[src/rtl/trace_pkg.sv]
package trace_pkg;

   // Lane counts
   localparam int issue_width  = 2;
   localparam int commit_width = 2;

   // Shadow ROB geometry with one bank per commit lane
   localparam int bank_bits      = 1;
   localparam int rob_depth_bits = 3;
   localparam int rob_depth      = 1 << rob_depth_bits;
   localparam int push_size_bits = $clog2(issue_width + 1);

   localparam int num_irq = 8;

   // Trace memory
   localparam int trace_depth_bits = 6;
   localparam int trace_depth      = 1 << trace_depth_bits;

   // Writers are lane 0, lane 1 and irq
   localparam int num_writers = 3;
   localparam int writer_bits = $clog2(num_writers);
   localparam int irq_writer  = num_writers - 1;

   typedef logic [31:0]                 insn_t;
   // Word address whose byte address is {pc, 2'b00}
   typedef logic [29:0]                 pc_t;
   typedef logic [4:0]                  lrf_addr_t;
   typedef logic [31:0]                 data_t;
   typedef logic [rob_depth_bits-1:0]   rob_id_t;
   typedef logic [bank_bits-1:0]        bank_t;
   typedef logic [num_irq-1:0]          irq_vec_t;
   typedef logic [trace_depth_bits-1:0] trace_addr_t;
   typedef logic [15:0]                 cnt_t;

   typedef enum logic {
      rec_commit = 1'b0,
      rec_irq    = 1'b1
   } rec_kind_t;

   typedef struct packed {
      rec_kind_t kind;
      logic      lane;
      logic      excp;
      logic      we;
      lrf_addr_t waddr;
      pc_t       pc;
      insn_t     insn;
      data_t     wdata;
      irq_vec_t  irr;
   } trace_rec_t;

   typedef struct packed {
      logic      fire;
      logic      excp;
      pc_t       pc;
      logic      we;
      lrf_addr_t waddr;
      data_t     wdata;
   } commit_lane_t;

   typedef struct packed {
      bank_t   bank;
      rob_id_t id;
   } rob_push_t;

endpackage

[src/rtl/shadow_rob_insn.sv]
`timescale 1ns/1ps

module shadow_rob_insn
(
   input  logic                                                  clk,
   input  logic                                                  rst,
   input  trace_pkg::insn_t [trace_pkg::issue_width-1:0]         id_ins,
   input  logic                                                  id_load,
   input  logic                                                  rn_load,
   input  trace_pkg::rob_push_t [trace_pkg::issue_width-1:0]     push,
   input  logic [trace_pkg::push_size_bits-1:0]                  push_size,
   input  trace_pkg::bank_t [trace_pkg::commit_width-1:0]        head_bank,
   input  trace_pkg::rob_id_t [trace_pkg::commit_width-1:0]      que_rptr,
   output trace_pkg::insn_t [trace_pkg::commit_width-1:0]        cmt_insn
);

   localparam int num_banks = 1 << trace_pkg::bank_bits;

   // Decode group delayed to line up with the ROB push
   trace_pkg::insn_t [trace_pkg::issue_width-1:0] rn_ins;
   trace_pkg::insn_t [trace_pkg::issue_width-1:0] iss_ins;

   // Instruction words kept alongside the core's ROB entries
   trace_pkg::insn_t rob_mem [num_banks][trace_pkg::rob_depth];

   always_ff @(posedge clk)
   begin
      if (rst)
      begin
         rn_ins  <= '0;
         iss_ins <= '0;
      end
      else
      begin
         if (id_load)
         begin
            rn_ins <= id_ins;
         end
         if (rn_load)
         begin
            iss_ins <= rn_ins;
         end
      end
   end

   // Only slots below push_size carry a real instruction
   always_ff @(posedge clk)
   begin
      if (!rst)
      begin
         for (int i = 0; i < trace_pkg::issue_width; i++)
         begin
            if (i < int'(push_size))
            begin
               rob_mem[push[i].bank][push[i].id] <= iss_ins[i];
            end
         end
      end
   end

   // Head entry of each lane read through that bank's pointer
   always_comb
   begin
      for (int l = 0; l < trace_pkg::commit_width; l++)
      begin
         cmt_insn[l] = rob_mem[head_bank[l]][que_rptr[head_bank[l]]];
      end
   end

endmodule

[config.mk]
export PLATFORM = sky130hd
export DESIGN_NAME = shadow_rob_insn
export DESIGN_NICKNAME = d
export VERILOG_FILES = /design/src/rtl/trace_pkg.sv /design/src/rtl/shadow_rob_insn.sv
export SDC_FILE = /design/constraint.sdc
export NUM_CORES = 1
export LEC_CHECK = 0
export BUFFER_PORTS_ARGS = -buffer_cell sky130_fd_sc_hd__buf_4
export CAP_MARGIN = 40
export CORE_ASPECT_RATIO = 0.6
export CORE_MARGIN = 2
export CORE_UTILIZATION = 40
export DETAILED_ROUTE_END_ITERATION = 12
export PLACE_DENSITY = 0.52
export SYNTH_ARGS = -nofsm -noshare
export SYNTH_HDL_FRONTEND = slang
export SYNTH_SLANG_ARGS = --single-unit
export TNS_END_PERCENT = 10
[constraint.sdc]
create_clock -name clk -period 4.5 [get_ports clk]
set_input_delay 0.45 -clock clk [delete_from_list [all_inputs] [get_ports clk]]
set_output_delay 0.45 -clock clk [all_outputs]
set_load 0.1 [all_outputs]
Word-level counts from Yosys, hierarchy flattened
Memories as Yosys holds them, arrays and structs flattened.
Index checks and enable logic that the tools add are counted.
- order comparisons: 10
- mux-type cells: 20
- bitwise gates (word level): 4
- reduce and logical (&&, ||, !) cells: 2
- operator list (cell ; number):
    $mux W256 ; 2
    $bmux W32 S3 ; 2
    $demux W32 S3 ; 2
    $mux W32 ; 6
    $ge A4 B4 Y1 const B ; 4
    $not A3 Y4 ; 4
    $mux W3 ; 4
    $lt A4 B1 Y1 const B ; 2
    $lt A1 B2 Y1 const A ; 2
    $lt A1 B2 Y1 const B ; 2
    $mux W1 ; 4
    $logic_and A1 B1 Y1 ; 2
- flip-flop bits (word level): 128
- RAM bits: 512
- input port bits: 86
- memories kept: 1
- memories (name ; words ; bits a word ; read ports ; clocked after memory_dff ; write ports ; line ; text):
    rob_mem ; 2 ; 256 ; 2 ; 0 ; 2 ; shadow_rob_insn.sv:24 ; trace_pkg::insn_t rob_mem [num_banks][trace_pkg::rob_depth];

Depth between registers and ports, before layout
- word-level depth: 6
- mapped depth: 6
- mapped depth without buffers: 3

Least setup slack after synthesis
No wires, ideal clock.
- path type: input to output
- start point: input port que_rptr[2] (netlist bit)
- end point: output port cmt_insn[2] (netlist bit)
- arrival time: 4.100 ns
- path slack: -0.050 ns
- stages: 6
- buffers on the path: 3
- cells stage by stage: buf_2 or3b_1 clkbuf_2 buf_2 o22ai_1 nor4_1
- RTL lines (element ; line ; text):
    start, declared ; shadow_rob_insn.sv:13 ; input trace_pkg::rob_id_t [trace_pkg::commit_width-1:0] que_rptr,
    end, declared ; shadow_rob_insn.sv:14 ; output trace_pkg::insn_t [trace_pkg::commit_width-1:0] cmt_insn

==> metrics <==
status completed; Final Critical Period 3.22 ns; Slew @ Worst Pin 0.924 ns; DIE HEIGHT roughly 220 um; Storage cell area 17,900 um^2; IO buf count approximately 150; Reg2Reg Depth 1; CP Class in2out; Post-synth EDFFs 512; skew final 0.0160 ns; first-pass GRT wire length 155,000 um; initial core utilization 40.4%; Max rail drop VDD 0.000301 V; Critical R2R Launch iss_ins[39]; CP startpoint kind primary input; worst r2r dst rob_mem[1][7]; Total GRT Usage a little over a quarter; largest net degree at the start of global routing ~90; latest clock arrival within the worst-skew pair 0.63 ns; min-delay worst type in2reg; Multi-input gate area roughly 13,000 um^2; I/O pin cnt 150; most frequent cells in the layout edfxtp_1 (512), mux2_2 (491), mux2i_1 (376); worst path cell trace buf_6, buf_12, mux2i_1, o22ai_1, or4_1, buf_4; CTS tree built; PostCTS Resize Cnt 0; Synth async-reset ratio 0%; H-tree depth 3; Crit path largest cell delay 0.59 ns; Seq/Total Area, Yosys 56.0%; Slew headroom 38.2%; vias in the first global route 20,600; design area 36,500 um^2; DR iter-0 viols 2,474; Hold Buf Count CTS 0; Final #Nets roughly 2,400; Setup TNS 0 ns; Total Wirelength approximately 110,000 um; Critical Path Start que_rptr[3]; Crit-path slowest cell or4_1; leakage power figure 14.8 nW; final period utilization 71.6%; initial antenna violation count 0; Avg Synthesized Cell Area approximately 14 um^2; crit path DAT 2.77 ns; Max-cap violations 0; Final Slew Violations 0; Post-DP Area 34,300 um^2; Fillers just over 7,000; DIE WIDTH 369 um; Synth Net Count roughly 2,400; Setup Fix Bufs, Post-CTS 0; crit path capture cmt_insn[48]; share of layout cells above drive strength 1 37.2%; Achievable Freq 0.310 GHz; drt first pass iters 6; clk slew on worst S/H paths 0.06 ns; DRC viols 0; die area roughly 83,000 um^2; Area Overhead vs Synth 13.8%; Netlist cell types 41; Routed wire per std cell 31.6 um; number of setup violations in the final report 0; Via Count ~21,000; clk buf depth 3; total gr overflow 0; CP max FO 44; main flop type after synthesis edfxtp_1; Hold Fails Final Rpt 0; Routed Antenna Nets 0; # clock sinks 640; CP Data Required Time 4.05 ns; root buffer cell clkbuf_16; PwrDens ~380 nW/um^2; commonest non-fill, non-tap cell in the layout edfxtp_1; internal reg-to-reg setup slack 3.21 ns; CTS buffer count between 60 and 70; FP Rows 80; FF+latch count, synth 640; Post-DP HPWL 64,900 um; instance count of the mapped netlist approximately 2,300; Placer Congestion between 0.8 and 0.9; Ys Warns 0; DR vias/cell 6.15; core box area 79,400 um^2; RSZ-0062 raised after global routing no; Critical Path End Type output port; synthesized cell area between 30,000 and 40,000 um^2
cell usage after synthesis, types with 2 or more instances:
master,count,area (um^2)
clkbuf_1,83,312
or3b_2,2,17.5
clkbuf_2,2,10.0
buf_1,3,11.3
and2_1,2,12.5
edfxtp_1,512,15400
buf_8,3,45.0
mux2i_1,376,3760
nand3_1,3,15.0
dfxtp_1,128,2560
buf_6,21,236
buf_4,32,240
mux2_2,491,5530
a22oi_1,2,15.0
nand2_1,2,7.51
nand3b_1,8,60.1
or3_1,2,12.5
o22ai_1,252,1580
buf_2,92,460
nand2b_1,2,12.5
nor3b_1,2,15.0
mux2_4,29,435
a32oi_1,2,17.5
or4_1,62,465
nand2_2,9,56.3
and4bb_4,2,32.5
and3_1,5,31.3
and3b_1,2,17.5
or3b_1,5,43.8
nor2b_1,3,18.8
o21bai_1,6,45.0
o21ai_0,10,50.1
nor2_1,129,484
per-stage QoR:
| stage | std cells | setup WS [ns] | hold WS (ns) | utilization [%] | total power [mW] |
|---|---|---|---|---|---|
| 4_1_cts | 3473 | 1.33 | 0.00976 | 46.0 | 13.8 |
| 5_1_grt | 3473 | 1.27 | 0.0262 | 46.0 | 14.1 |
| 6_report | 3474 | 1.28 | 0.0416 | 46.0 | 13.7 |
| 2_1_floorplan | 2292 | 0.404 | 0.460 | - | 7.67 |
| 3_5_place_dp | 3350 | 1.32 | 0.481 | 43.2 | 8.14 |
| 3_3_place_gp | 3342 | 1.27 | 0.473 | 42.9 | 8.11 |
critical path, delay by kind of cell:
family	cells	cell delay (ns)
simple gates	1	0.59
compound gates	1	0.13
buf+inv	3	1.05
mux	1	0.37
worst min-delay path by stage:
stage / to / from / slack [ns] / depth (start not counted)
4_1_cts: rn_ins[10] / id_ins[10] / 0.01 / 3
3_3_place_gp: rn_ins[46] / rn_ins[46] / 0.47 / 2
3_5_place_dp: iss_ins[60] / rn_ins[60] / 0.48 / 2
5_1_grt: rn_ins[47] / id_ins[47] / 0.03 / 3
6_report: rn_ins[62] / id_ins[62] / 0.04 / 3
2_1_floorplan: rn_ins[0] / rn_ins[0] / 0.46 / 2
sequential cells by signal, summed over array words and instances, names as in the netlist:
signal	flops
rn_ins	64
iss_ins	64
rob_mem	512
per-layer routing:
metal | track usage [%] | vias to the layer above | routed length (um)
met5 | 0 | - | 0
met4 | 7.14 | 0 | 2910
met3 | 6.22 | 220 | 10000
met2 | 38.0 | 1155 | 46800
met1 | 39.0 | 10900 | 50100
li1 | - | 9075 | -
cell type report:
type	count	area share (%)
Multi-Input combinational cell	1415	35.7
Clock buffer	104	5.62
Inverter	1	0.0103
Sequential cell	640	49.2
Tap cell	1066	3.66
Timing Repair Buffer	228	5.45
Antenna cell	1	0.00686
Clock inverter	19	0.415
power by group:
| part | total, mW | switching [mW] | internal [mW] |
|---|---|---|---|
| Clock | 5.66 | 2.40 | 3.26 |
| Combinational | 1.43 | 0.959 | 0.472 |
| Sequential | 6.60 | 0.136 | 6.46 |
| Total | 13.7 | 3.50 | 10.2 |
cell families (layout without fill, tap and decap cells):
family	Yosys count	count (layout)	synth area share, %
compound gates	273	273	5.35
buf+inv	237	352	4.11
flops	640	640	56.0
mux	896	896	30.3
other cells	0	1	0
simple gates	246	246	4.24
(Power assumes the default switching activity.)
