### src/rtl/trace_pkg.sv
package trace_pkg;

   // Lane counts
   localparam int issue_width  = 2;
   localparam int commit_width = 2;

   // Shadow ROB geometry with one bank per commit lane
   localparam int bank_bits      = 1;
   localparam int rob_depth_bits = 3;
   localparam int rob_depth      = 1 << rob_depth_bits;
   localparam int push_size_bits = $clog2(issue_width + 1);

   localparam int num_irq = 8;

   // Trace memory
   localparam int trace_depth_bits = 6;
   localparam int trace_depth      = 1 << trace_depth_bits;

   // Writers are lane 0, lane 1 and irq
   localparam int num_writers = 3;
   localparam int writer_bits = $clog2(num_writers);
   localparam int irq_writer  = num_writers - 1;

   typedef logic [31:0]                 insn_t;
   // Word address whose byte address is {pc, 2'b00}
   typedef logic [29:0]                 pc_t;
   typedef logic [4:0]                  lrf_addr_t;
   typedef logic [31:0]                 data_t;
   typedef logic [rob_depth_bits-1:0]   rob_id_t;
   typedef logic [bank_bits-1:0]        bank_t;
   typedef logic [num_irq-1:0]          irq_vec_t;
   typedef logic [trace_depth_bits-1:0] trace_addr_t;
   typedef logic [15:0]                 cnt_t;

   typedef enum logic {
      rec_commit = 1'b0,
      rec_irq    = 1'b1
   } rec_kind_t;

   typedef struct packed {
      rec_kind_t kind;
      logic      lane;
      logic      excp;
      logic      we;
      lrf_addr_t waddr;
      pc_t       pc;
      insn_t     insn;
      data_t     wdata;
      irq_vec_t  irr;
   } trace_rec_t;

   typedef struct packed {
      logic      fire;
      logic      excp;
      pc_t       pc;
      logic      we;
      lrf_addr_t waddr;
      data_t     wdata;
   } commit_lane_t;

   typedef struct packed {
      bank_t   bank;
      rob_id_t id;
   } rob_push_t;

endpackage

### src/rtl/irq_event_capture.sv
`timescale 1ns/1ps

module irq_event_capture
(
   input  logic                  clk,
   input  logic                  rst,
   input  trace_pkg::irq_vec_t   irr,
   input  logic                  grant,
   output logic                  pending,
   output trace_pkg::trace_rec_t rec,
   output trace_pkg::cnt_t       drops
);

   trace_pkg::irq_vec_t irr_prev;
   logic                changed;
   logic                slot_free;

   assign changed   = irr != irr_prev;
   assign slot_free = !pending || grant;

   always_ff @(posedge clk)
   begin
      if (rst)
      begin
         irr_prev <= '0;
         pending  <= 1'b0;
         drops    <= '0;
      end
      else
      begin
         irr_prev <= irr;
         if (grant)
         begin
            pending <= 1'b0;
         end
         if (changed)
         begin
            if (slot_free)
            begin
               pending <= 1'b1;
            end
            else
            begin
               drops <= drops + 1'b1;
            end
         end
      end
   end

   // Irq record carries only the new vector
   always_ff @(posedge clk)
   begin
      if (changed && slot_free)
      begin
         rec      <= '0;
         rec.kind <= trace_pkg::rec_irq;
         rec.irr  <= irr;
      end
   end

endmodule

### config.mk
export PLATFORM = sky130hd
export DESIGN_NAME = irq_event_capture
export DESIGN_NICKNAME = d
export VERILOG_FILES = /design/src/rtl/trace_pkg.sv /design/src/rtl/irq_event_capture.sv
export SDC_FILE = /design/constraint.sdc
export NUM_CORES = 1
export LEC_CHECK = 0
export ABC_AREA = 1
export BUFFER_PORTS_ARGS = -buffer_cell sky130_fd_sc_hd__buf_4
export CORE_MARGIN = 3
export CORE_UTILIZATION = 35
export CTS_BUF_LIST = sky130_fd_sc_hd__clkbuf_4
export CTS_CLUSTER_DIAMETER = 150
export DETAILED_ROUTE_END_ITERATION = 8
export GPL_TIMING_DRIVEN = 0
export PLACE_DENSITY = 0.69
export SKIP_LAST_GASP = 1
export SYNTH_ARGS = -nofsm -noshare
export SYNTH_HDL_FRONTEND = slang
export SYNTH_SLANG_ARGS = --single-unit
### constraint.sdc
create_clock -name clk -period 1.4 [get_ports clk]
set_input_delay 0.21 -clock clk [delete_from_list [all_inputs] [get_ports clk]]
set_output_delay 0.21 -clock clk [all_outputs]
set_load 0.02 [all_outputs]
Yosys cells after proc, flatten, opt, wreduce, memory -nomap -nowiden
Cells that the tools add are included.
{ "totals": {"out_inout_bits": 128, "ram_bits": 0, "romBits": 0, "word_cells": 14, "latchBits": 0, "register_bits": 33, "memories": 0} }
{ "op_classes": {"shifts": 0, "n_reduce_logical": 4, "div": 0, "eq_ne": 1, "n_bitwise": 1, "mul": 0, "order_cmp": 0, "addsub": 1, "mux": 3} }
{ "op_table": {"columns": ["operator", "count"], "rows": [
  ["$add A16 B1 Y16 const B", 1],
  ["$ne A8 B8 Y1", 1],
  ["$mux W1", 3],
  ["$reduce_and A2 Y1", 1],
  ["$logic_and A1 B1 Y1", 1],
  ["$logic_not A1 Y1", 1],
  ["$logic_or A1 B1 Y1", 1],
  ["$not A1 Y1", 1]
]} }

Longest topological paths before layout
{ "logic_depth": {"ltp_word": 4, "ltp_mapped": 11, "ltp_nobuf": 10} }

Least setup slack after synthesis
OpenSTA, ideal clock, no wires.
{ "synth_path": {"kind": "reg-to-reg", "start": "reg pending", "end": "reg rec[0] (netlist bit), enable pin", "setup_ns": 0.375, "slack_ns": -0.111, "path_buffers": 1, "t_required_ns": 1.025, "synth_period_minus_slack_ns": 1.511, "stages_incl_launch_ff": 5, "t_arrival_ns": 1.136, "cell_sequence": "dfxtp_1 > inv_1 > nor2_1 > buf_2 > a21oi_1"} }
{ "synth_between": {"elab_chain_cells": 3} }
{ "synth_lines": {"columns": ["item", "line", "rtl"], "rows": [
  ["start: declaration", "irq_event_capture.sv:9", "output logic pending,"],
  ["start signal: assignment", "irq_event_capture.sv:26", "pending <= 1'b0;"],
  ["start signal: assignment", "irq_event_capture.sv:34", "pending <= 1'b0;"],
  ["start signal: assignment", "irq_event_capture.sv:40", "pending <= 1'b1;"],
  ["$logic_not A1 Y1", "irq_event_capture.sv:19", "assign slot_free = !pending || grant;"],
  ["$logic_or A1 B1 Y1", "irq_event_capture.sv:19", null],
  ["$logic_and A1 B1 Y1", "irq_event_capture.sv:53", "if (changed && slot_free)"],
  ["end: declaration", "irq_event_capture.sv:10", "output trace_pkg::trace_rec_t rec,"]
]} }
No other way between the ends.
A chain may end at the register's enable or synchronous reset.

Worst setup path after layout
{ "layout_path": {"start": "reg drops[0]", "end": "reg drops[14]"} }
{ "layout_between": {"elab_chain_cells": 1} }
{ "layout_lines": {"columns": ["item", "line", "rtl"], "rows": [
  ["start: declaration", "irq_event_capture.sv:11", "output trace_pkg::cnt_t drops"],
  ["start signal: assignment", "irq_event_capture.sv:44", "drops <= drops + 1'b1;"],
  ["$add A16 B1 Y16", "irq_event_capture.sv:44", null]
]} }
No other way between the ends.

==> run_results.csv <==
group,metric,value,unit
critical_path,worstSetupPathDepth,9,
timing,finalClockSkew,0.01549,ns
die,ioPinCount,139,
worst_hold_path,worst_hold_path_type,"primary input to flop",
timing,finalSetupTns,0,ns
critical_path,worst_path_max_delay_cell,"dfxtp_4",
cts,max-clock-path-buffers,2,
global_route,first_global_vias,1560,
routing,avgRoutedWirePerCell,8.496,um
routing,drt-initial-drc-count,43,
synth,synthSimpleGateAreaFrac,23.32,%
routing,drc,0,
placed_design,hpwlAfterDp,3888,um
cts,htree_levels,2,
critical_path,critPathBufInv,0,
final_layout,most_frequent_cells_in_the_layout,"145 x buf_4, 103 x conb_1, 57 x nand2_1",
synth,synth_xor_xnor_area_share,5.078,%
placed_design,io_port_bufs,35,
power,power_frac_seq,44.0,%
timing,fin_crit,1.341,ns
synth,synth_seq_area_share,30.67,%
critical_path,worst_r2r_endpoint,"drops[14]",
cts,cts.sink_count,33,
synth,synthesis.instances,326,
synth,synth_warnings,0,
global_route,grt_util_all_layers,11.03,%
power,vdd_drop_max,0.3551,mV
placed_design,place_worst_setup_slack,-0.04704,ns
placed_design,routabilityCongestion,0.7768,
synth,synth_compound_gate_area_share,1.036,%
critical_path,worst_path_largest_cell_delay,0.39,ns
power,switching_power_total,838.4,uW
final_layout,layout.filler_cells,662,
critical_path,timing.critical_path.from_type,"flop",
cts,insertion_delay_of_the_later_clocked_pin_in_the_worst_skew_pair,0.33,ns
die,standard_cell_core_area,0.006531,mm2
synth,ys.flop_type,"dfxtp_1",
final_layout,multiInputGateArea,0.001201,mm2
power,p_sw_share,34.19,%
die,die_height,89.07,um
die,start_util,36.97,%
global_route,first_pass_grt_wire_length,6858,um
global_route,antenna_found_initial,0,
timing,finalMaxSlewViolations,0,
timing,rsz0062_at_grt,"yes",
final_layout,final_cell_count_no_fill,554,
global_route,grt_overflow_total,0,
global_route,grt_max_degree,11,
final_layout,seqCellArea,757.0,um2
placed_design,place_inst,539,
status,run_status,"completed",
critical_path,cp-end-kind,"flop",
critical_path,critical_path.max_fanout,5,
timing,timing_hold_violations_final,0,
timing,post-route-worst-setup-slack,0.05880,ns
power,cell_internal_pwr,1.614,mW
power,p_clk_share,22.1,%
synth,synth-edff-count,8,
critical_path,path_common_cell,"nand2_1",
critical_path,worstPathCellList,"ha_4 > nand2_4 > nor3_4 > nand2_2 > nor2_1 > nand2_1 > nand2_1 > nand2_1 > nor2_1",
cts,cts_tree,"yes",
final_layout,antennaDiodeCount,0,
final_layout,drive_above_1_share,38.99,%
synth,post_synth.cell_area_avg,7.407,um2
power,power_frac_comb,33.9,%
routing,postRouteWirelength,4707,um
final_layout,synthToLayoutAreaGrowth,39.95,%
synth,synth-seq-cells,33,
critical_path,worst_ep_required_time,1.68,ns
cts,cts_root_buf,"clkbuf_4",
power,total_leakage_power,2.006,nW
critical_path,setup.reg_to_reg.worst_slack,0.06,ns
final_layout,nNetsFinal,488,
critical_path,worstSetupPathType,"flop to flop",
synth,synth-async-reset-ratio,0,%
synth,largest_family_of_logic_cells_by_synthesized_area,"buffers and inverters",
critical_path,cp-endpoint,"drops[14]",
power,p_per_area,725.5,mW/mm2
routing,antenna_violating_nets_post_route,0,
synth,post_synth_num_cell_types,26,
routing,detail_route.first_pass.iterations,4,
synth,synth.area.mux_share,0,%
cts,clkTransAtPathRegs,0.10,ns
timing,setup_violations,0,
timing,maxClockFrequency,745.6,MHz
critical_path,worst-endpoint-arrival,1.62,ns
critical_path,kind_of_cell_adding_the_most_delay_to_the_critical_path,"simple AND/OR/NAND/NOR gates",
cts,cts_made_buffers,5,
routing,routed-via-count,1966,
critical_path,ff2ff_path_depth,9,
timing,timing.final.crit_share,95.80,%
die,fp.dieArea,0.007933,mm2
synth,syn-cell-area,0.002415,mm2
die,rows,29,
critical_path,critical_path.reg2reg.startpoint,"drops[0]",
routing,viasPerCell,3.549,
critical_path,cp-startpoint,"drops[0]",
final_layout,most_common_cell_after_layout_fill_and_taps_aside,"buf_4",
synth,post_synth_fa_ha_maj_area_fraction,0.5181,%
run,maxCapViolCount,0,
die,fp.dieW,89.07,um
==> synthesized netlist by cell type (3+ instances only) <==
cell / instances / area (um2)
nor2_2: 3 / 18.77
nand3_1: 8 / 40.04
dfxtp_1: 25 / 500.5
inv_1: 34 / 127.6
nand2_1: 61 / 229.0
edfxtp_1: 8 / 240.2
nor2_1: 43 / 161.4
xor2_1: 9 / 78.83
xnor2_1: 5 / 43.79
buf_4: 104 / 780.8
a21oi_1: 4 / 20.02
==> layout make-up <==
cell class / count / share of cell area [%]
plain buffers: 108 / 24.21
clock buffers: 7 / 1.555
clock inverters: 1 / 0.1111
inverters: 35 / 3.887
multi-input cells: 251 / 35.54
flip-flops and latches: 33 / 22.40
well taps: 77 / 2.851
repair buffers: 42 / 9.441
==> layer usage <==
layer / vias to the layer above / track usage, % / part of all wire [%]
met5: - / 0 / 0
met4: 0 / 4.465 / 1.6
met3: 7 / 3.134 / 7.9
met2: 71 / 19.30 / 52
met1: 817 / 12.64 / 39
li1: 1071 / - / -
==> how the worst min path moves through the flow <==
stage          cells after the start   start  slack (ns)     end
6_report                           1  irr[1]        0.08  rec[1]
3_5_place_dp                       1  irr[5]        0.41  rec[5]
5_1_grt                            1  irr[5]        0.04  rec[5]
3_3_place_gp                       1  irr[5]        0.41  rec[5]
4_1_cts                            1  irr[5]        0.06  rec[5]
2_1_floorplan                      0  irr[0]        0.31  rec[0]
==> stage by stage <==
stage	util, %	total power [mW]	cell area [um2]	hold slack (ns)
CTS	49.50	2.436	3233	0.06117
finish	51.74	2.452	3379	0.08121
global route	51.74	2.611	3379	0.04070
floorplan	-	1.750	2800	0.3089
detailed placement	48.37	1.882	3159	0.4065
global placement	48.37	1.870	3159	0.4069
==> state kept, by name (all words and copies together), names as in the netlist <==
| name | cells |
|---|---|
| pending | 1 |
| rec | 8 |
| drops | 16 |
| irr_prev | 8 |
==> cell families (layout without fill, tap and decap cells) <==
group / count (synthesis) / in the layout
AO/OA/AOI/OAI: 5 / 5
flip-flops: 33 / 33
other: 2 / 103
adder cells (fa/ha/maj): 1 / 1
XOR/XNOR: 14 / 14
AND/OR/NAND/NOR: 128 / 128
buffers and inverters: 143 / 193
==> power by group through the flow <==
| stage | clock network (mW) | registers (mW) | logic, mW |
|---|---|---|---|
| after floorplan | 0 | 1.14 | 0.607 |
| after global placement | 0 | 1.10 | 0.775 |
| after detailed placement | 0 | 1.10 | 0.783 |
| after CTS | 0.569 | 1.08 | 0.790 |
| after global routing | 0.615 | 1.09 | 0.906 |
| final | 0.541 | 1.08 | 0.831 |
==> what timing repair did <==
item | CTS | global route
setup endpoints to repair | 9 | 17
hold buffers | 0 | 0
pin swaps | 0 | 17
setup buffers | 0 | 7
gates resized for setup | 4 | 26
hold endpoints to repair | 0 | 0
(Power assumes the default switching activity.)
