===== config.mk =====
export PLATFORM = sky130hd
export DESIGN_NAME = trace_arbiter
export DESIGN_NICKNAME = d
export VERILOG_FILES = /design/src/rtl/trace_pkg.sv /design/src/rtl/trace_arbiter.sv
export SDC_FILE = /design/constraint.sdc
export NUM_CORES = 1
export LEC_CHECK = 0
export ABC_CLOCK_PERIOD_IN_PS = 6100
export BUFFER_PORTS_ARGS = -buffer_cell sky130_fd_sc_hd__clkbuf_2
export CORE_AREA = 5 5 172 174
export DETAILED_ROUTE_END_ITERATION = 10
export DIE_AREA = 0 0 177 179
export HOLD_SLACK_MARGIN = 0.03
export PLACE_DENSITY_LB_ADDON = 0.3
export RECOVER_POWER = 50
export SLEW_MARGIN = 20
export SYNTH_ARGS = -nofsm -noshare
export SYNTH_HDL_FRONTEND = slang
export SYNTH_SLANG_ARGS = --single-unit

===== constraint.sdc =====
create_clock -name clk -period 6.1 [get_ports clk]
set_input_delay 0.915 -clock clk [delete_from_list [all_inputs] [get_ports clk]]
set_output_delay 0.915 -clock clk [all_outputs]
set_load 0.02 [all_outputs]

===== src/rtl/trace_pkg.sv =====
package trace_pkg;

   // Lane counts
   localparam int issue_width  = 2;
   localparam int commit_width = 2;

   // Shadow ROB geometry with one bank per commit lane
   localparam int bank_bits      = 1;
   localparam int rob_depth_bits = 3;
   localparam int rob_depth      = 1 << rob_depth_bits;
   localparam int push_size_bits = $clog2(issue_width + 1);

   localparam int num_irq = 8;

   // Trace memory
   localparam int trace_depth_bits = 6;
   localparam int trace_depth      = 1 << trace_depth_bits;

   // Writers are lane 0, lane 1 and irq
   localparam int num_writers = 3;
   localparam int writer_bits = $clog2(num_writers);
   localparam int irq_writer  = num_writers - 1;

   typedef logic [31:0]                 insn_t;
   // Word address whose byte address is {pc, 2'b00}
   typedef logic [29:0]                 pc_t;
   typedef logic [4:0]                  lrf_addr_t;
   typedef logic [31:0]                 data_t;
   typedef logic [rob_depth_bits-1:0]   rob_id_t;
   typedef logic [bank_bits-1:0]        bank_t;
   typedef logic [num_irq-1:0]          irq_vec_t;
   typedef logic [trace_depth_bits-1:0] trace_addr_t;
   typedef logic [15:0]                 cnt_t;

   typedef enum logic {
      rec_commit = 1'b0,
      rec_irq    = 1'b1
   } rec_kind_t;

   typedef struct packed {
      rec_kind_t kind;
      logic      lane;
      logic      excp;
      logic      we;
      lrf_addr_t waddr;
      pc_t       pc;
      insn_t     insn;
      data_t     wdata;
      irq_vec_t  irr;
   } trace_rec_t;

   typedef struct packed {
      logic      fire;
      logic      excp;
      pc_t       pc;
      logic      we;
      lrf_addr_t waddr;
      data_t     wdata;
   } commit_lane_t;

   typedef struct packed {
      bank_t   bank;
      rob_id_t id;
   } rob_push_t;

endpackage


===== src/rtl/trace_arbiter.sv =====
`timescale 1ns/1ps

module trace_arbiter
(
   input  logic                                                 clk,
   input  logic                                                 rst,
   input  logic [trace_pkg::num_writers-1:0]                    req,
   input  trace_pkg::trace_rec_t [trace_pkg::num_writers-1:0]   rec_in,
   output logic [trace_pkg::num_writers-1:0]                    grant,
   output logic                                                 wr_en,
   output trace_pkg::trace_rec_t                                wr_rec
);

   // Writer with the highest priority next
   logic [trace_pkg::writer_bits-1:0] rr_ptr;
   logic [trace_pkg::writer_bits-1:0] win;
   logic                              found;

   always_comb
   begin
      int idx;
      grant = '0;
      win   = rr_ptr;
      found = 1'b0;
      for (int k = 0; k < trace_pkg::num_writers; k++)
      begin
         idx = (int'(rr_ptr) + k) % trace_pkg::num_writers;
         if (req[idx] && !found)
         begin
            grant[idx] = 1'b1;
            win        = trace_pkg::writer_bits'(idx);
            found      = 1'b1;
         end
      end
   end

   assign wr_en  = found;
   assign wr_rec = rec_in[win];

   always_ff @(posedge clk)
   begin
      if (rst)
      begin
         rr_ptr <= '0;
      end
      else if (found)
      begin
         // Step past the winner
         if (win == trace_pkg::writer_bits'(trace_pkg::num_writers - 1))
         begin
            rr_ptr <= '0;
         end
         else
         begin
            rr_ptr <= win + 1'b1;
         end
      end
   end

endmodule


### Yosys cells after proc, flatten, opt, wreduce, memory -nomap -nowiden

Cells that the tools add are included.

* register bits after elaboration: 2
* output and inout bits: 115

* $lt $le $gt $ge: 7
* equality and inequality tests: 1
* multiplexer cells: 27
* add/sub/neg operators: 3
* reductions and logical operators: 7
* bitwise operators: 2
* divide/modulo/power cells: 3

Operators by type and width (count)
* 111-bit binary-select mux with 2-bit select: 1
* 111-bit 2-to-1 mux: 1
* 32-bit by 1-bit >= comparator with 1-bit output, second input constant: 3
* 32-bit by 4-bit less-than comparator with 1-bit output, second input constant: 3
* 32-bit by 3-bit remainder unit with 32-bit output, second input constant: 2
* 3-bit by 3-bit remainder unit with 32-bit output, second input constant: 1
* 1-bit 2-to-1 mux: 12
* 3-bit 2-to-1 mux: 3
* 2-bit 2-to-1 mux: 4
* 1-bit binary-select mux with 2-bit select: 3
* 1-bit demux with 2-bit select: 3
* 3-bit bitwise OR: 2
* 1-bit logical AND: 5
* 2-bit by 1-bit adder with 3-bit output, second input constant: 1
* 2-bit by 2-bit adder with 3-bit output, second input constant: 1
* 2-bit by 3-bit less-than comparator with 1-bit output, second input constant: 1
* 2-bit by 1-bit adder with 2-bit output, second input constant: 1
* 2-bit == test, second input constant: 1
* 1-bit logical NOT: 2

### Longest topological paths before layout

Gate-level depths: netlist (run 1).

* word-level depth: 13
* mapped depth: 11
* gate-level depth less buffers: 7

### Worst setup path after synthesis (run 1)

Ideal clock, no wire load.

* path type: input -> output
* start point: input port req[1] in the netlist's numbering
* end point: output port wr_rec[100] in the netlist's numbering
* required time: 5.185 ns
* arrival time: 2.843 ns
* path buffers: 4
* path slack: 2.342 ns
* stages: 9
* cells stage by stage: clkbuf_1 mux2i_1 mux2i_1 buf_2 nand2_1 buf_2 clkbuf_1 a311oi_2 o22ai_1

RTL lines
* start, declared: line trace_arbiter.sv:7 `input logic [trace_pkg::num_writers-1:0] req,`
* end, declared: line trace_arbiter.sv:11 `output trace_pkg::trace_rec_t wr_rec`

==> run metrics, run 1 <==
Filler cells=about 3100; die width=~180 um; Initial Util=about 22%; top-area cell type share of the netlist area=19.3%; Detail Placement HPWL=23800 um; CP max stage cell=and2_2; PortBufs=~450; Die ar.=about 32000 um2; via count=9511; pin count of the biggest net entering global routing=~230; number of flip-flops in the largest register=2; drt drc=0; CP endpoint kind=output port; vias in the first global route=8887; RSZ-0062 raised after global routing=false; Synth cell types=39; CTS root buf=clkbuf_16; Setup CP Type=reg2out; Detailed Route WL=about 34000 um; Req. time, crit path=around 5.2 ns; crit path max fanout=94; ANT nets after route=0; fmax=approximately 190 MHz; Crit Reg-Reg Startpoint=rr_ptr[0]; actual transition at the worst max-transition pin=just under 2 ns; CTS Buf Count=3; hold buffers post-CTS=0; Die Height=179 um; Most flops, register=rr_ptr; via/cell ratio=5.96; Syn Nets=between 1000 and 1500; period utilization=about 88%; fraction of layout cells with a size suffix above 1=a little over two fifths; Final Hold Vio Count=0; Fin Setup TNS=0 ns; DP Area=approximately 8500 um2; Setup Buffers After CTS=0; multi-input logic area=between 5000 and 6000 um2; final clock skew=0.00172 ns; biggest regs=rr_ptr x2; count of final setup violators=0; worst rel slew slack=-28.8%; Rows=just over 60; Synth area leaders=a311oi_2 (19%), o211ai_1 (14%), nor4_1 (11%); Worst EP arrival=~4.4 ns; Cells after Synth=917; Syn Area/Cell=between 6 and 7 um2; peak supply drop=about 0.0009 V; status=complete, but fails checks; HP Class=reg2reg; GR Overflow Total=0; synthesis-to-finish area growth=37.0%; Leakage Power=about 0.0035 uW; Worst-path clk slew=roughly 0.030 ns; post-cts gate resize count=0; Critical Path Source Type=flip-flop; power density cells=about 850 nW/um2; Clock Latency Late Sink=about 0.22 ns; clock period minus worst slack=~5.4 ns; CTS tree=done; EDFF count, synth=0; Avg WL per Cell=21.4 um; Nets=approximately 1600; Max Cap Violations=1; largest area contributor in the netlist=a311oi_2; clk sinks=2; crit-path max cell delay=between 1 and 1.5 ns; CTS H-tree depth=1; Synth Warn #=0; gr usage total=19.1%; count of pins over their slew limit=95; register area=roughly 40 um2; Seq cells post-synth=2; Synth Cell Area=between 6000 and 7000 um2; Commonest cells post-synth=clkbuf_1 (152), nor4_1 (113); failing checks=capacitance limit, slew limit; hold_sp=rr_ptr[1]; core area=about 28000 um2; post-synthesis sequential area ratio=less than 1%; Min Hold Slack=0.592 ns; Critical Path Start=rr_ptr[0]; first-pass GRT wire length=50600 um; top-count cell post-synth=clkbuf_1; boundary pin count=453; CTS max path bufs=2; First-pass DRT Iterations=5; ys async rst share=0%; routability cong.=0.870; design area=between 8000 and 9000 um2; fin util=a little under a third; cell with the most instances on the worst path=inv_1; worst path cell trace=inv_1 -> ha_1 -> inv_1 -> mux2_2 -> o2111ai_4 -> and2_2 -> buf_4 -> o22ai_1 -> clkbuf_1; initial antenna violation count=2; Post-synth top flop=dfxtp_1; Iter 0 DRT Violations=a little under 800
==> area by class of cell <==
type                            instances  share of cell area, %
Multi-Input combinational cell        732                   64.7
Timing Repair Buffer                  472                   28.0
Tap cell                              378                   5.55
Clock buffer                            3                  0.881
Sequential cell                         2                  0.470
Inverter                                7                  0.323
Antenna cell                            2                 0.0588
==> metrics by stage <==
| stage | worst slack (ns) | total power (uW) | cells |
|---|---|---|---|
| detailed placement | 1.04 | 7310 | 1591 |
| global placement | 1.10 | 7280 | 1591 |
| floorplan | 2.34 | 5280 | 917 |
| finish | 0.750 | 7250 | 1596 |
| global route | 0.444 | 7770 | 1596 |
| CTS | 0.970 | 7420 | 1594 |
==> cell usage in the layout, fill, tap and decap left out, types with 2 or more instances in the layout <==
cell type | Yosys | routed
clkbuf_2 | 0 | 399
mux2i_1 | 4 | 3
diode_2 | 0 | 2
dfxtp_1 | 2 | 2
clkbuf_1 | 152 | 53
nor4_1 | 113 | 113
and3_1 | 112 | 112
inv_1 | 7 | 6
nor2_1 | 3 | 3
a21oi_1 | 4 | 3
buf_4 | 1 | 16
nand2_1 | 5 | 3
nand3_1 | 112 | 112
nand3b_1 | 4 | 4
ha_1 | 4 | 4
nor2b_1 | 4 | 3
nand2b_1 | 6 | 6
a311oi_2 | 80 | 80
nor3_1 | 2 | 2
clkbuf_16 | 0 | 3
buf_12 | 0 | 3
a311oi_1 | 31 | 31
mux2_2 | 2 | 2
o21ai_0 | 5 | 5
nand2_4 | 0 | 2
o211ai_1 | 112 | 112
o22ai_1 | 112 | 112
o41ai_1 | 2 | 2
==> routing by layer <==
metal	GRT usage, %	vias to the layer above	wire [um]
li1	-	4476	-
met1	23.8	4585	13600
met2	34.7	407	17300
met3	3.27	43	2520
met4	4.00	0	724
met5	0	-	0
==> report_power, final <==
part	total [uW]	switching, uW	internal, uW
Sequential	33.6	13.5	20.1
Clock	97.2	13.9	83.3
Combinational	7120	4900	2230
Total	7250	4920	2330
==> final timing paths <==
path                  to  slack [ns]  cells after the start
max          wr_rec[103]        0.75                      9
min            rr_ptr[1]        0.59                      2
max reg2reg    rr_ptr[1]        2.25                      7
min reg2reg    rr_ptr[1]        0.59                      2
==> logic make-up (layout without fill, tap and decap cells) <==
family                     count (synthesis)  in the layout  share of synthesized area, %
muxes                                      6              6                          1.01
adders and majority gates                  4              4                         0.805
DFF                                        2              2                         0.644
AOI/OAI and AO/OA                        355            355                          50.6
buffers and inverters                    183            482                          12.3
and+or+nand+nor                          367            367                          34.6
other                                      0              2                             0
==> worst max-delay path, delay by kind of cell (launching register included) <==
| kind | cells | cell delay [ns] |
|---|---|---|
| fa+ha+maj | 1 | 0.56 |
| mux | 1 | 0.37 |
| compound gates | 2 | 0.32 |
| buf+inv | 4 | 0.92 |
| simple gates | 1 | 1.48 |
| flops | 1 | 0.50 |
Note: power is estimated with default switching activity, not from simulation.
==> run 2, diff against run 1 <==
- ABC_AREA: default -> 1
- CELL_PAD_IN_SITES_DETAIL_PLACEMENT: default -> 1
- CELL_PAD_IN_SITES_GLOBAL_PLACEMENT: default -> 1
- CORE_AREA: 5 5 172 174 -> 2 2 174 176
- DIE_AREA: 0 0 177 179 -> 0 0 176 178
==> run 2 against run 1 <==
  * The run now ends clean
  * Register-to-register slack improved by 0.89 ns
  * Flip-flop and latch count unchanged
  * Utilization decreased by 9.1 points
  * Clock skew increased by 0.00051 ns
  * Critical path depth increased by 5
  * Setup slack improved by 0.23 ns
  * Synthesized area decreased by 38%
==> run metrics, run 2 <==
status=finished clean (was complete, but fails checks); ANT nets after route=0 (unchanged); Clock Latency Late Sink=0.22 ns (about the same); drt drc=0 (unchanged); routability cong.=0.802 (was 0.870); Detail Placement HPWL=19100 um (was 23800 um); via/cell ratio=3.83 (was 5.96); WP buf/inv=4 (unchanged); Top delay family on crit path=simple AND/OR/NAND/NOR gates (unchanged); most frequent cells in the layout=nand2_1 (466), clkbuf_2 (400), inv_1 (230), nand3_1 (129), clkbuf_1 (52) (was clkbuf_2 (399), nor4_1 (113)); worst rel slew slack=15.5% (was -28.8%); final clock skew=0.00222 ns (was 0.00172 ns); crit path max fanout=57 (was 94); number of diodes=0 (was 2); worst hold stages=4 (was 2); Final Hold Vio Count=0 (unchanged); Register-to-Register Path Depth=14 (was 7); Seq cells post-synth=2 (unchanged); Rows=63 (was 61); Crit path depth=14 (was 9); First-pass DRT Iterations=4 (was 5); Post-synth top flop=dfxtp_1 (unchanged); post-synthesis sequential area ratio=1.04% (was 0.644%); worst path cell trace=inv_1 -> ha_1 -> inv_1 -> nand2_1 -> nand3_1 -> nand2_2 -> nand2_1 -> nand2_1 -> nand3_1 -> and2_2 -> buf_4 -> nand3_1 -> nand2_1 -> clkbuf_2 (was inv_1 -> ha_1 -> inv_1 -> mux2_2 -> o2111ai_4 -> and2_2 -> buf_4 -> o22ai_1 -> clkbuf_1); initial antenna violation count=0 (was 2); core area=29400 um2 (was 27600 um2); Commonest cells post-synth=nand2_1 (466), inv_1 (229), nand3_1 (129) (was clkbuf_1 (152), nor4_1 (113)); Initial Util=13.0% (was 22.5%); number of flip-flops in the largest register=2 (unchanged); fmax=195 MHz (was 187 MHz); crit-path max cell delay=0.94 ns (was 1.48 ns); synthesis-to-finish area growth=66.4% (was 37.0%); top-count cell post-synth=nand2_1 (was clkbuf_1); largest area contributor in the netlist=nand2_1 (was a311oi_2); multi-input logic area=2630 um2 (was 5510 um2); Synth Cell Area=3830 um2 (was 6220 um2); biggest regs=rr_ptr x2 (unchanged); M2 GR Usage=25.5% (was 34.7%); global routing's busiest layer=met2 (unchanged); Critical Path Source Type=flip-flop (unchanged); CTS max path bufs=2 (unchanged); EDFF count, synth=0 (unchanged); via count=6565 (was 9511); ys async rst share=0% (unchanged); Synth area leaders=nand2_1 (46%), inv_1 (22%), nand3_1 (17%) (was a311oi_2 (19%), o211ai_1 (14%), nor4_1 (11%)); CTS root buf=clkbuf_16 (unchanged); PortBufs=452 (unchanged); clk sinks=2 (unchanged); Max Cap Violations=0 (was 1); vias in the first global route=6311 (was 8887); Filler cells=4176 (was 3139); Iter 0 DRT Violations=132 (was 781); Worst-path clk slew=0.03 ns (about the same); Fin Setup TNS=0 ns (unchanged); pin count of the biggest net entering global routing=58 (was 228); die width=176 um (was 177 um); gr usage total=13.2% (was 19.1%); most common cell after layout, fill and taps aside=nand2_1 (was clkbuf_2); period utilization=84.0% (was 87.7%); Synth Warn #=0 (unchanged); HP Class=reg2reg (unchanged); Nets=1666 (was 1560); Req. time, crit path=5.18 ns (about the same); boundary pin count=453 (unchanged); Setup CP Type=reg2out (unchanged); top-area cell type share of the netlist area=45.6% (was 19.3%); GR Overflow Total=0 (unchanged); Cells after Synth=909 (was 917); hold buffers post-CTS=0 (unchanged); Setup Buffers After CTS=0 (unchanged); Synth cell types=25 (was 39); Die ar.=31300 um2 (was 31700 um2); met1 routing resource usage after global routing=15.1% (was 23.8%); clock period minus worst slack=5.12 ns (was 5.35 ns); CTS Buf Count=3 (unchanged); RSZ-0062 raised after global routing=false (unchanged); Avg WL per Cell=13.2 um (was 21.4 um); Syn Area/Cell=4.22 um2 (was 6.78 um2); Most flops, register=rr_ptr (unchanged); count of final setup violators=0 (unchanged); CTS H-tree depth=1 (unchanged); count of pins over their slew limit=0 (was 95); actual transition at the worst max-transition pin=1.27 ns (was 1.93 ns); first-pass GRT wire length=33300 um (was 50600 um); CP endpoint kind=output port (unchanged); CP max stage cell=and2_2 (unchanged); CTS tree=done (unchanged); Syn Nets=1251 (was 1259); Die Height=178 um (was 179 um); M3 GR Usage=3.07% (was 3.27%); register area=40.0 um2 (unchanged); Worst EP arrival=4.21 ns (was 4.44 ns); cell with the most instances on the worst path=nand2_1 (was inv_1); Detailed Route WL=22600 um (was 34100 um); post-cts gate resize count=0 (unchanged); fraction of layout cells with a size suffix above 1=32.1% (was 42.4%)
## run 2: changes by cell type after synthesis, moves of 80 or more
cell | previous run | this run
nand2_1 | 5 | 466
and3_1 | 112 | 0
clkbuf_1 | 152 | 5
a311oi_2 | 80 | 0
nor4_1 | 113 | 0
o22ai_1 | 112 | 0
inv_1 | 7 | 229
o211ai_1 | 112 | 1
## run 2: cell type report
| type | count | share of cell area (%) |
|---|---|---|
| inverter | 233 | 13.7 |
| timing repair buffer | 459 | 35.6 |
| multi-input combinational | 625 | 41.2 |
| tap | 390 | 7.65 |
| sequential | 2 | 0.627 |
| clock buffer | 3 | 1.18 |
## run 2: per-stage QoR
step                      hold slack (ns)  utilization [%]  std cells  instance area, um2  setup WS (ns)
final                               0.700             21.7       1712                6380          0.975
after global routing                0.768             21.7       1712                6380          0.604
after CTS                           0.714             21.9       1712                6450           1.25
after detailed placement            0.689             21.7       1709                6370           1.45
after global placement              0.659             21.7       1709                6370           1.48
after floorplan                     0.610                -        909                3830           2.89
## run 2: final timing paths
check | end | slack [ns] | startpoint
max reg2reg | rr_ptr[1] | 3.14 | rr_ptr[0]
min reg2reg | rr_ptr[1] | 0.70 | rr_ptr[1]
min | rr_ptr[1] | 0.70 | rr_ptr[1]
max | wr_rec[81] | 0.98 | rr_ptr[0]
## run 2: layer usage
layer,up-vias,share of wire [%]
li1,3416,-
met4,0,0.78
met5,-,0
met2,288,51
met1,2851,39
met3,10,8.6
## run 2: worst min-delay path: stages, from the launching register on
cell and delay [ns]:
dfxtp_1 0.32, inv_1 0.11, nor2_1 0.06, nor2_1 0.11, nor2_1 0.04
## run 2: cells by family after synthesis
family | after synthesis | share of synthesized area (%)
adders and majority gates | 4 | 1.31
buffers and inverters | 282 | 30.9
AOI/OAI and AO/OA | 6 | 1.17
DFF | 2 | 1.04
and+or+nand+nor | 615 | 65.6
Power of run 2 is left out: the tool's default activity adds up to more than one toggle a clock period on the data nets, which glitch-free logic cannot reach.
