<file path="src/rtl/trace_pkg.sv">
package trace_pkg;

   // Lane counts
   localparam int issue_width  = 2;
   localparam int commit_width = 2;

   // Shadow ROB geometry with one bank per commit lane
   localparam int bank_bits      = 1;
   localparam int rob_depth_bits = 3;
   localparam int rob_depth      = 1 << rob_depth_bits;
   localparam int push_size_bits = $clog2(issue_width + 1);

   localparam int num_irq = 8;

   // Trace memory
   localparam int trace_depth_bits = 6;
   localparam int trace_depth      = 1 << trace_depth_bits;

   // Writers are lane 0, lane 1 and irq
   localparam int num_writers = 3;
   localparam int writer_bits = $clog2(num_writers);
   localparam int irq_writer  = num_writers - 1;

   typedef logic [31:0]                 insn_t;
   // Word address whose byte address is {pc, 2'b00}
   typedef logic [29:0]                 pc_t;
   typedef logic [4:0]                  lrf_addr_t;
   typedef logic [31:0]                 data_t;
   typedef logic [rob_depth_bits-1:0]   rob_id_t;
   typedef logic [bank_bits-1:0]        bank_t;
   typedef logic [num_irq-1:0]          irq_vec_t;
   typedef logic [trace_depth_bits-1:0] trace_addr_t;
   typedef logic [15:0]                 cnt_t;

   typedef enum logic {
      rec_commit = 1'b0,
      rec_irq    = 1'b1
   } rec_kind_t;

   typedef struct packed {
      rec_kind_t kind;
      logic      lane;
      logic      excp;
      logic      we;
      lrf_addr_t waddr;
      pc_t       pc;
      insn_t     insn;
      data_t     wdata;
      irq_vec_t  irr;
   } trace_rec_t;

   typedef struct packed {
      logic      fire;
      logic      excp;
      pc_t       pc;
      logic      we;
      lrf_addr_t waddr;
      data_t     wdata;
   } commit_lane_t;

   typedef struct packed {
      bank_t   bank;
      rob_id_t id;
   } rob_push_t;

endpackage

</file>
<file path="src/rtl/commit_capture.sv">
`timescale 1ns/1ps

module commit_capture
(
   input  logic                    clk,
   input  logic                    rst,
   input  logic                    lane_id,
   input  trace_pkg::commit_lane_t cmt,
   input  logic                    excp_flush,
   input  trace_pkg::insn_t        insn,
   input  logic                    grant,
   output logic                    pending,
   output trace_pkg::trace_rec_t   rec,
   output trace_pkg::cnt_t         drops
);

   trace_pkg::trace_rec_t new_rec;
   logic                  slot_free;

   // A slot being granted this cycle can take the next record
   assign slot_free = !pending || grant;

   always_comb
   begin
      new_rec       = '0;
      new_rec.kind  = trace_pkg::rec_commit;
      new_rec.lane  = lane_id;
      // Flush is reported on lane 0 only
      new_rec.excp  = cmt.excp || (excp_flush && lane_id == 1'b0);
      new_rec.we    = cmt.we;
      new_rec.waddr = cmt.waddr;
      new_rec.pc    = cmt.pc;
      new_rec.insn  = insn;
      new_rec.wdata = cmt.wdata;
   end

   always_ff @(posedge clk)
   begin
      if (rst)
      begin
         pending <= 1'b0;
         drops   <= '0;
      end
      else
      begin
         if (grant)
         begin
            pending <= 1'b0;
         end
         if (cmt.fire)
         begin
            if (slot_free)
            begin
               pending <= 1'b1;
            end
            else
            begin
               drops <= drops + 1'b1;
            end
         end
      end
   end

   always_ff @(posedge clk)
   begin
      if (cmt.fire && slot_free)
      begin
         rec <= new_rec;
      end
   end

endmodule

</file>
<file path="config.mk">
export PLATFORM = sky130hd
export DESIGN_NAME = commit_capture
export DESIGN_NICKNAME = d
export VERILOG_FILES = /design/src/rtl/trace_pkg.sv /design/src/rtl/commit_capture.sv
export SDC_FILE = /design/constraint.sdc
export NUM_CORES = 1
export LEC_CHECK = 0
export ABC_AREA = 0
export BUFFER_PORTS_ARGS = -buffer_cell sky130_fd_sc_hd__buf_2
export CORE_MARGIN = 2
export CORE_UTILIZATION = 46
export CTS_CLUSTER_SIZE = 40
export DETAILED_ROUTE_END_ITERATION = 10
export PLACE_DENSITY = 0.84
export RECOVER_POWER = 100
export SLEW_MARGIN = 15
export SYNTH_ARGS = -nofsm -noshare
export SYNTH_HDL_FRONTEND = slang
export SYNTH_SLANG_ARGS = --single-unit
export TNS_END_PERCENT = 5
</file>
<file path="constraint.sdc">
create_clock -name clk -period 19.6 [get_ports clk]
set_clock_uncertainty 0.05 [all_clocks]
set_input_delay 3.92 -clock clk [delete_from_list [all_inputs] [get_ports clk]]
set_output_delay 3.92 -clock clk [all_outputs]
set_load 0.01 [all_outputs]
</file>
Word level (Yosys, flattened, before mapping):

Cells that the tools add are included.

* add/subtract/negate cells: 1
* multiplexer cells: 3
* bitwise operators: 2
* reduce and logical (&&, ||, !) cells: 6

Operator list (number)
* $add 16x1->16 const B: 1
* $mux 1: 3
* $logic_and 1x1->1: 2
* $logic_or 1x1->1: 2
* $not 1->1: 2
* $reduce_and 2->1: 1
* $logic_not 1->1: 1

* register bits: 119
* input bits: 107
* output and inout port bits: 128
* logic and storage cells: 21

Depth between registers and ports, before layout:

Gate-level depths: netlist (run 1).

* depth after elaboration: 4
* gate-level depth with buffers: 6
* mapped depth without buffers: 5

Worst setup path after synthesis (run 1):

OpenSTA, ideal clock, no wires.

* path type: input to register
* from: input port grant
* to: register rec[100] in the netlist's numbering (enable)
* arrival time: 11.337 ns
* data required time: 18.830 ns
* slack: 7.493 ns
* cell stages on the path: 2
* path buffers: 0
* cells stage by stage: inv_1 -> a21boi_0

* cells in the longest elaborated chain, start to end: 2

Ends and longest elaborated chain
* from (decl): line commit_capture.sv:11 `input logic grant,`
* $logic_or 1x1->1: line commit_capture.sv:21 `assign slot_free = !pending || grant;`
* $logic_and 1x1->1: line commit_capture.sv:66 `if (cmt.fire && slot_free)`
* to (signal assigned): line commit_capture.sv:68 `rec <= new_rec;`
* to (decl): line commit_capture.sv:13 `output trace_pkg::trace_rec_t rec,`

Every way passes these cells.
A chain may end at the register's enable or synchronous reset.

Worst setup path after layout (run 1):

* from: input port grant
* to: register rec[103] in the netlist's numbering (enable)

The elaborated chain is that of the path after synthesis.

==> results of run 1 <==
## cells by family (layout without fill, tap and decap cells)
group                      after synthesis  after routing  share of synthesized area
adders and majority gates                1              1                    0.00319
DFF                                    119            119                      0.868
muxes                                    1              1                    0.00255
xor gates and xnor gates                 8              8                     0.0179
AOI/OAI and AO/OA                       17             17                     0.0236
other                                    1             10                   0.000956
buffers and inverters                   15            260                     0.0262
and+or+nand+nor                         38             38                     0.0578
## final cells by class
cell class	instances	area, um^2	area share
tap	105	131	0.0238
antenna	1	2.50	0.000453
timing repair buffer	226	973	0.176
multi-input combinational	74	445	0.0806
clock buffer	18	418	0.0756
sequential	119	3400	0.616
clock inverter	14	146	0.0265
inverter	2	7.51	0.00136
## routing by layer
metal  global-route usage  vias to the layer above
met3               0.0987                       23
met5                    0                        -
met4               0.0892                        0
met1                0.205                     1292
li1                     -                     1231
met2                0.394                      145
## through the flow
stage | hold slack (ns) | utilization | power [mW] | cell area [um^2] | instances
5_1_grt | 0.460 | 0.669 | 0.637 | 5530 | 559
4_1_cts | 0.433 | 0.690 | 0.624 | 5700 | 558
3_3_place_gp | 0.420 | 0.622 | 0.336 | 5130 | 526
2_1_floorplan | 0.444 | - | 0.317 | 3950 | 208
6_report | 0.446 | 0.669 | 0.618 | 5530 | 559
3_5_place_dp | 0.425 | 0.622 | 0.338 | 5130 | 526
## worst max-delay path, cell delays in order
cell	delay, ns
clkbuf_1	0.11
inv_1	0.06
a21boi_0	1.93
clkbuf_1	3.08
## power by group through the flow
stage               Clock (mW)  Combinational (mW)  Sequential [mW]
global placement             0              0.0372            0.298
floorplan                    0             0.00725            0.310
detailed placement           0              0.0386            0.299
CTS                      0.290              0.0391            0.294
global route             0.302              0.0377            0.297
finish                   0.287              0.0350            0.296
## synth_stat cells (2+ instances only)
| cell | number | area share |
|---|---|---|
| nand4_1 | 3 | 0.0048 |
| or3_1 | 6 | 0.0096 |
| xnor2_1 | 2 | 0.0045 |
| nand2_1 | 4 | 0.0038 |
| o21ai_0 | 6 | 0.0077 |
| nor2_1 | 10 | 0.0096 |
| dfxtp_1 | 17 | 0.087 |
| nand3_1 | 7 | 0.0089 |
| buf_4 | 10 | 0.019 |
| xor2_1 | 6 | 0.013 |
| a21oi_1 | 8 | 0.010 |
| edfxtp_1 | 102 | 0.78 |
| inv_1 | 2 | 0.0019 |
## final timing paths
path | depth (start not counted) | end | from | slack (ns)
max | 4 | rec[103]$_DFFE_PP_ | grant | 10.39
min | 2 | drops[15]$_SDFFE_PP0P_ | drops[15]$_SDFFE_PP0P_ | 0.45
max reg2reg | 2 | rec[103]$_DFFE_PP_ | pending$_SDFF_PP0_ | 13.66
min reg2reg | 2 | drops[15]$_SDFFE_PP0P_ | drops[15]$_SDFFE_PP0P_ | 0.45
## cells in the final DEF, fill, tap and decap left out, types with 2 or more instances in the layout
cell type   synthesis  layout
or3_1               6       6
inv_8               0       2
edfxtp_1          102     102
xor2_1              6       6
clkinvlp_4          0       2
clkbuf_16           0      16
nand3_1             7       7
o21ai_0             6       6
nand2_1             4       4
clkbuf_1            1     127
clkinv_4            0       8
dfxtp_1            17      17
a21oi_1             8       8
conb_1              1       9
nand4_1             3       3
xnor2_1             2       2
buf_2               1     100
inv_1               2       2
nor2_1             10      10
## registers in the layout, summed over array words and instances (netlist names)
signal,count
rec,102
drops,16
pending,1
==> flow_summary_export.csv, run 1 <==
group,metric,value,unit
outcome,status,"finished with violations",
outcome,violations,"max-capacitance violations, max-slew violations",
placement,place_congestion,0.761,
synthesis,postSynth.asyncResetShare,0,
pwr,p_leak,2.10,nW
sta,setup_violations,0,
sta,period_share,0.470,
synthesis,synth_edf_count,102,
synthesis,synth-seq-cells,119,
detailed_routing,met3_length,1160,um
sta,relSlewSlack,-1.82,
finish,nets,548,
clocking,cts_resized,0,
pwr,pwr-share-comb,0.057,
clocking,cts_sinks,119,
global_routing,grt-ovfl-total,0,
clocking,htreeDepth,4,
setup_path,arrival,9.17,ns
detailed_routing,top_layer_used,"met4",
pwr,peakVddDrop,0.0629,mV
sta,max_freq,109,MHz
clocking,clock_latency,0.50,ns
job,maxCapViolCount,2,
floorplan,core_area,8260,um^2
detailed_routing,ant_nets,0,
detailed_routing,via_count,2691,
min_path,hp-class,"register to register",
synthesis,synth.yosys.seq_area_share,0.868,
setup_path,required,19.56,ns
clocking,cts_tree,"yes",
setup_path,crit_type,"input port to register",
synthesis,syn_area,3920,um^2
detailed_routing,remaining_drc_errors,0,
floorplan,pin_count,235,
clocking,cts.path.max_buffers,2,
floorplan,die_area,9280,um^2
finish,n_fill_cell,623,
pwr,p_switching,0.142,mW
sta,report.final.slew_viol_count,105,
clocking,cts_buffers,17,
detailed_routing,routedWlPerCell,18.9,um
setup_path,startpoint_type,"input port",
clocking,clock-root-buffer,"clkbuf_8",
pwr,power_density,112,nW/um^2
synthesis,synth.avg_cell_area,19.6,um^2
clocking,clk_transition_reported_paths,0.06,ns
synthesis,ys_warn_count,0,
setup_path,end_kind,"register",
sta,worst_pin_slew,4.23,ns
sta,tns,0,ns
floorplan,start_util,0.475,
sta,worst_slack,10.39,ns
clocking,holdBufCountCts,0,
detailed_routing,vias_per_cell,4.81,
detailed_routing,m1WireLength,3310,um
placement,port-buffer-count,225,
global_routing,grtUsageTotal,0.214,
finish,drive_above_1_share,0.298,
floorplan,num_rows,33,
synthesis,syn-instance-count,200,
global_routing,grt_pass1_wl,13800,um
synthesis,ys_types,30,
pwr,p_int,0.476,mW
finish,area_growth,41.0,%
clocking,post_cts_buffers,0,
global_routing,grt_max_degree,85,
floorplan,die_h,96.3,um
synthesis,ys.flop_type,"edfxtp_1",
pwr,sequentialPowerShare,0.479,
detailed_routing,first_pass_iters,4,
pwr,pwr-share-clk,0.464,
sta,finalCriticalPeriod,9.21,ns
placement,dp_slack,13.60,ns
global_routing,grt_antenna_before_repair,1,
sta,finalHoldViolCount,0,
detailed_routing,first_iter_violations,121,
sta,rsz0062_at_grt,"no",
pwr,switching_share,0.230,
floorplan,die_width,96.3,um
detailed_routing,drt_wl_total,10600,um
setup_path,critPathMaxFanout,84,
detailed_routing,met2_length,5800,um
placement,dpl.hpwl,7560,um
global_routing,first_global_vias,2523,
Power figures use the tool's default switching activity.
==> run 2: changes to the inputs <==
--- a/config.mk
+++ b/config.mk
@@ -5,13 +5,13 @@
 export SDC_FILE = /design/constraint.sdc
 export NUM_CORES = 1
 export LEC_CHECK = 0
-export ABC_AREA = 0
+export ABC_AREA = 1
 export BUFFER_PORTS_ARGS = -buffer_cell sky130_fd_sc_hd__buf_2
 export CORE_MARGIN = 2
-export CORE_UTILIZATION = 46
+export CORE_UTILIZATION = 43
 export CTS_CLUSTER_SIZE = 40
 export DETAILED_ROUTE_END_ITERATION = 10
-export PLACE_DENSITY = 0.84
+export PLACE_DENSITY = 0.79
 export RECOVER_POWER = 100
 export SLEW_MARGIN = 15
 export SYNTH_ARGS = -nofsm -noshare
==> constraint.sdc (replaced) <==
create_clock -name clk -period 9 [get_ports clk]
set_clock_uncertainty 0.05 [all_clocks]
set_input_delay 1.8 -clock clk [delete_from_list [all_inputs] [get_ports clk]]
set_output_delay 1.8 -clock clk [all_outputs]
set_load 0.01 [all_outputs]
==> flow_summary_export.csv, run 2 <==
group,metric,value,unit
global_routing,grt_max_degree,72,
min_path,hold_depth,2,
outcome,status,"finished with violations",
global_routing,grtUsageTotal,0.184,
setup_path,cp_cell_sequence,"buf_2, inv_1, a21oi_1, buf_4",
pwr,p_switching,0.290,mW
finish,n_antenna_cell,0,
detailed_routing,ant_nets,0,
floorplan,die_area,10200,um^2
pwr,p_leak,2.21,nW
sta,worst_pin_slew,2.81,ns
global_routing,first_global_vias,2807,
clocking,cts_resized,0,
min_path,whs_endpoint,"drops[1]$_SDFFE_PP0P_",
finish,area_growth,40.4,%
sta,relSlewSlack,-0.875,
pwr,sequentialPowerShare,0.476,
detailed_routing,first_pass_iters,5,
finish,drive_above_1_share,0.276,
synthesis,ys_types,22,
setup_path,slowest_stage,"a21oi_1",
synthesis,synth_common_cells,"edfxtp_1, nand2_1, nor2_1, inv_1, dfxtp_1",
sta,rsz0062_at_grt,"no",
clocking,clk_transition_reported_paths,0.06,ns
sta,max_freq,202,MHz
setup_path,required,9.06,ns
pwr,pwr-share-comb,0.056,
sta,finalHoldViolCount,0,
detailed_routing,vias_per_cell,4.58,
setup_path,crit_type,"input port to register",
setup_path,startpoint_type,"input port",
clocking,cts_sinks,119,
finish,top_register,"rec",
floorplan,die_width,101,um
setup_path,rr_startpoint,"pending$_SDFF_PP0_",
job,maxCapViolCount,1,
setup_path,r2r_end,"rec[19]$_DFFE_PP_",
synthesis,ys_warn_count,0,
setup_path,arrival,5.00,ns
sta,period_share,0.549,
synthesis,synth.yosys.seq_area_share,0.842,
sta,setup_violations,0,
synthesis,ys.flop_type,"edfxtp_1",
global_routing,grt_antenna_before_repair,1,
pwr,p_int,1.06,mW
synthesis,synth_top_cell_by_area,"edfxtp_1",
clocking,clock_latency,0.49,ns
clocking,cts.path.max_buffers,2,
synthesis,synth.avg_cell_area,16.0,um^2
placement,port-buffer-count,225,
setup_path,critPathMaxFanout,71,
pwr,peakVddDrop,0.115,mV
global_routing,grt_pass1_wl,13800,um
placement,dpl.hpwl,7440,um
placement,dp_slack,4.92,ns
global_routing,grt-ovfl-total,0,
detailed_routing,remaining_drc_errors,0,
sta,tns,0,ns
pwr,pwr-share-clk,0.468,
sta,report.final.slew_viol_count,33,
finish,nets,603,
clocking,post_cts_buffers,0,
sta,worst_slack,4.06,ns
synthesis,synth-seq-cells,119,
detailed_routing,via_count,2832,
finish,n_fill_cell,775,
clocking,htreeDepth,4,
synthesis,synth_top_area_frac,0.758,
min_path,hp-class,"register to register",
detailed_routing,drt_wl_total,9750,um
pwr,power_density,237,nW/um^2
floorplan,pin_count,235,
floorplan,core_area,9200,um^2
floorplan,die_h,101,um
finish,final_cell_mix,"clkbuf_1, buf_2, edfxtp_1, nand2_1, nor2_1",
synthesis,synth_area_leaders,"edfxtp_1, dfxtp_1, nand2_1",
clocking,cts_tree,"yes",
sta,finalCriticalPeriod,4.94,ns
floorplan,start_util,0.440,
detailed_routing,routedWlPerCell,15.8,um
finish,final_util,0.617,
clocking,clock-root-buffer,"clkbuf_8",
finish,reg_top3,"rec (102), drops (16), pending (1)",
synthesis,yosysMostFrequentCell,"edfxtp_1",
finish,largest_register_ff_count,102,
setup_path,reg2reg_slack,5.16,ns
synthesis,synth_edf_count,102,
clocking,cts_buffers,17,
outcome,violations,"max-capacitance violations, max-slew violations",
setup_path,end_kind,"register",
synthesis,syn_area,4040,um^2
clocking,holdBufCountCts,0,
finish,final_common_cell,"clkbuf_1",
min_path,min-delay-start,"drops[1]$_SDFFE_PP0P_",
pwr,power,1.35,mW
detailed_routing,first_iter_violations,100,
placement,place_congestion,0.870,
sta,worst_hold_slack,0.461,ns
synthesis,postSynth.asyncResetShare,0,
setup_path,timing.reg2reg.worst_path_depth,2,
synthesis,syn-instance-count,252,
pwr,switching_share,0.216,
setup_path,critical-path-max-stage-delay,2.07,ns
floorplan,num_rows,35,
## run 2: cell count changes after synthesis, sizes merged, moves of 2 or more
| cell | change |
|---|---|
| xor2 | -4 |
| o21ai | -4 |
| nand4 | +4 |
| nor2 | +21 |
| or3 | -6 |
| nand2 | +33 |
| and4 | -2 |
| nand3 | +3 |
| xnor2 | -2 |
| buf | -2 |
| inv | +17 |
## run 2: kinds of logic (layout without fill, tap and decap cells)
kind of cell / Yosys count / after routing / synth area share
flip-flops: 119 / 119 / 0.842
AND/OR/NAND/NOR: 87 / 87 / 0.0972
buffers and inverters: 30 / 278 / 0.0365
AO/OA/AOI/OAI: 12 / 12 / 0.0161
XOR/XNOR: 2 / 2 / 0.00433
adder cells (fa/ha/maj): 1 / 1 / 0.00309
other: 1 / 9 / 0.000928
## run 2: routing by layer
metal | part of all wire | track usage | up-vias
li1 | - | - | 1362
met1 | 0.34 | 0.181 | 1304
met2 | 0.54 | 0.338 | 142
met3 | 0.089 | 0.0680 | 24
met4 | 0.031 | 0.0884 | 0
met5 | 0 | 0 | -
## run 2: stage by stage
stage          cell area [um^2]  std cells
2_1_floorplan              4070        260
3_3_place_gp               5280        587
3_5_place_dp               5280        587
4_1_cts                    5850        619
5_1_grt                    5680        619
6_report                   5680        619
## run 2: power by group through the flow
stage / combinational (mW) / clock (mW) / sequential [mW]
after floorplan: 0.0165 / 0 / 0.672
after global placement: 0.0824 / 0 / 0.650
after detailed placement: 0.0846 / 0 / 0.651
after CTS: 0.0849 / 0.644 / 0.640
after global routing: 0.0821 / 0.666 / 0.644
final: 0.0756 / 0.631 / 0.641
## run 2: cell type report
| type | count | area, um^2 | area share |
|---|---|---|---|
| Timing Repair Buffer | 226 | 983 | 0.173 |
| Clock buffer | 18 | 418 | 0.0736 |
| Sequential cell | 119 | 3400 | 0.600 |
| Tap cell | 111 | 139 | 0.0245 |
| Inverter | 20 | 75.1 | 0.0132 |
| Clock inverter | 14 | 150 | 0.0265 |
| Multi-Input combinational cell | 111 | 507 | 0.0893 |
## run 2: worst max-delay path by stage
stage,start,to,slack [ns],depth (start not counted)
floorplan,cmt[69],rec[100]$_DFFE_PP_,1.54,2
global placement,cmt[69],rec[65]$_DFFE_PP_,5.00,4
detailed placement,cmt[69],rec[78]$_DFFE_PP_,4.92,4
CTS,cmt[69],rec[107]$_DFFE_PP_,5.46,4
global route,cmt[69],rec[29]$_DFFE_PP_,3.67,4
finish,cmt[69],rec[19]$_DFFE_PP_,4.06,4
## run 2: critical path, delay by kind of cell
kind                   cells  cell delay, ns
AO/OA/AOI/OAI              1            2.07
buffers and inverters      3            1.08
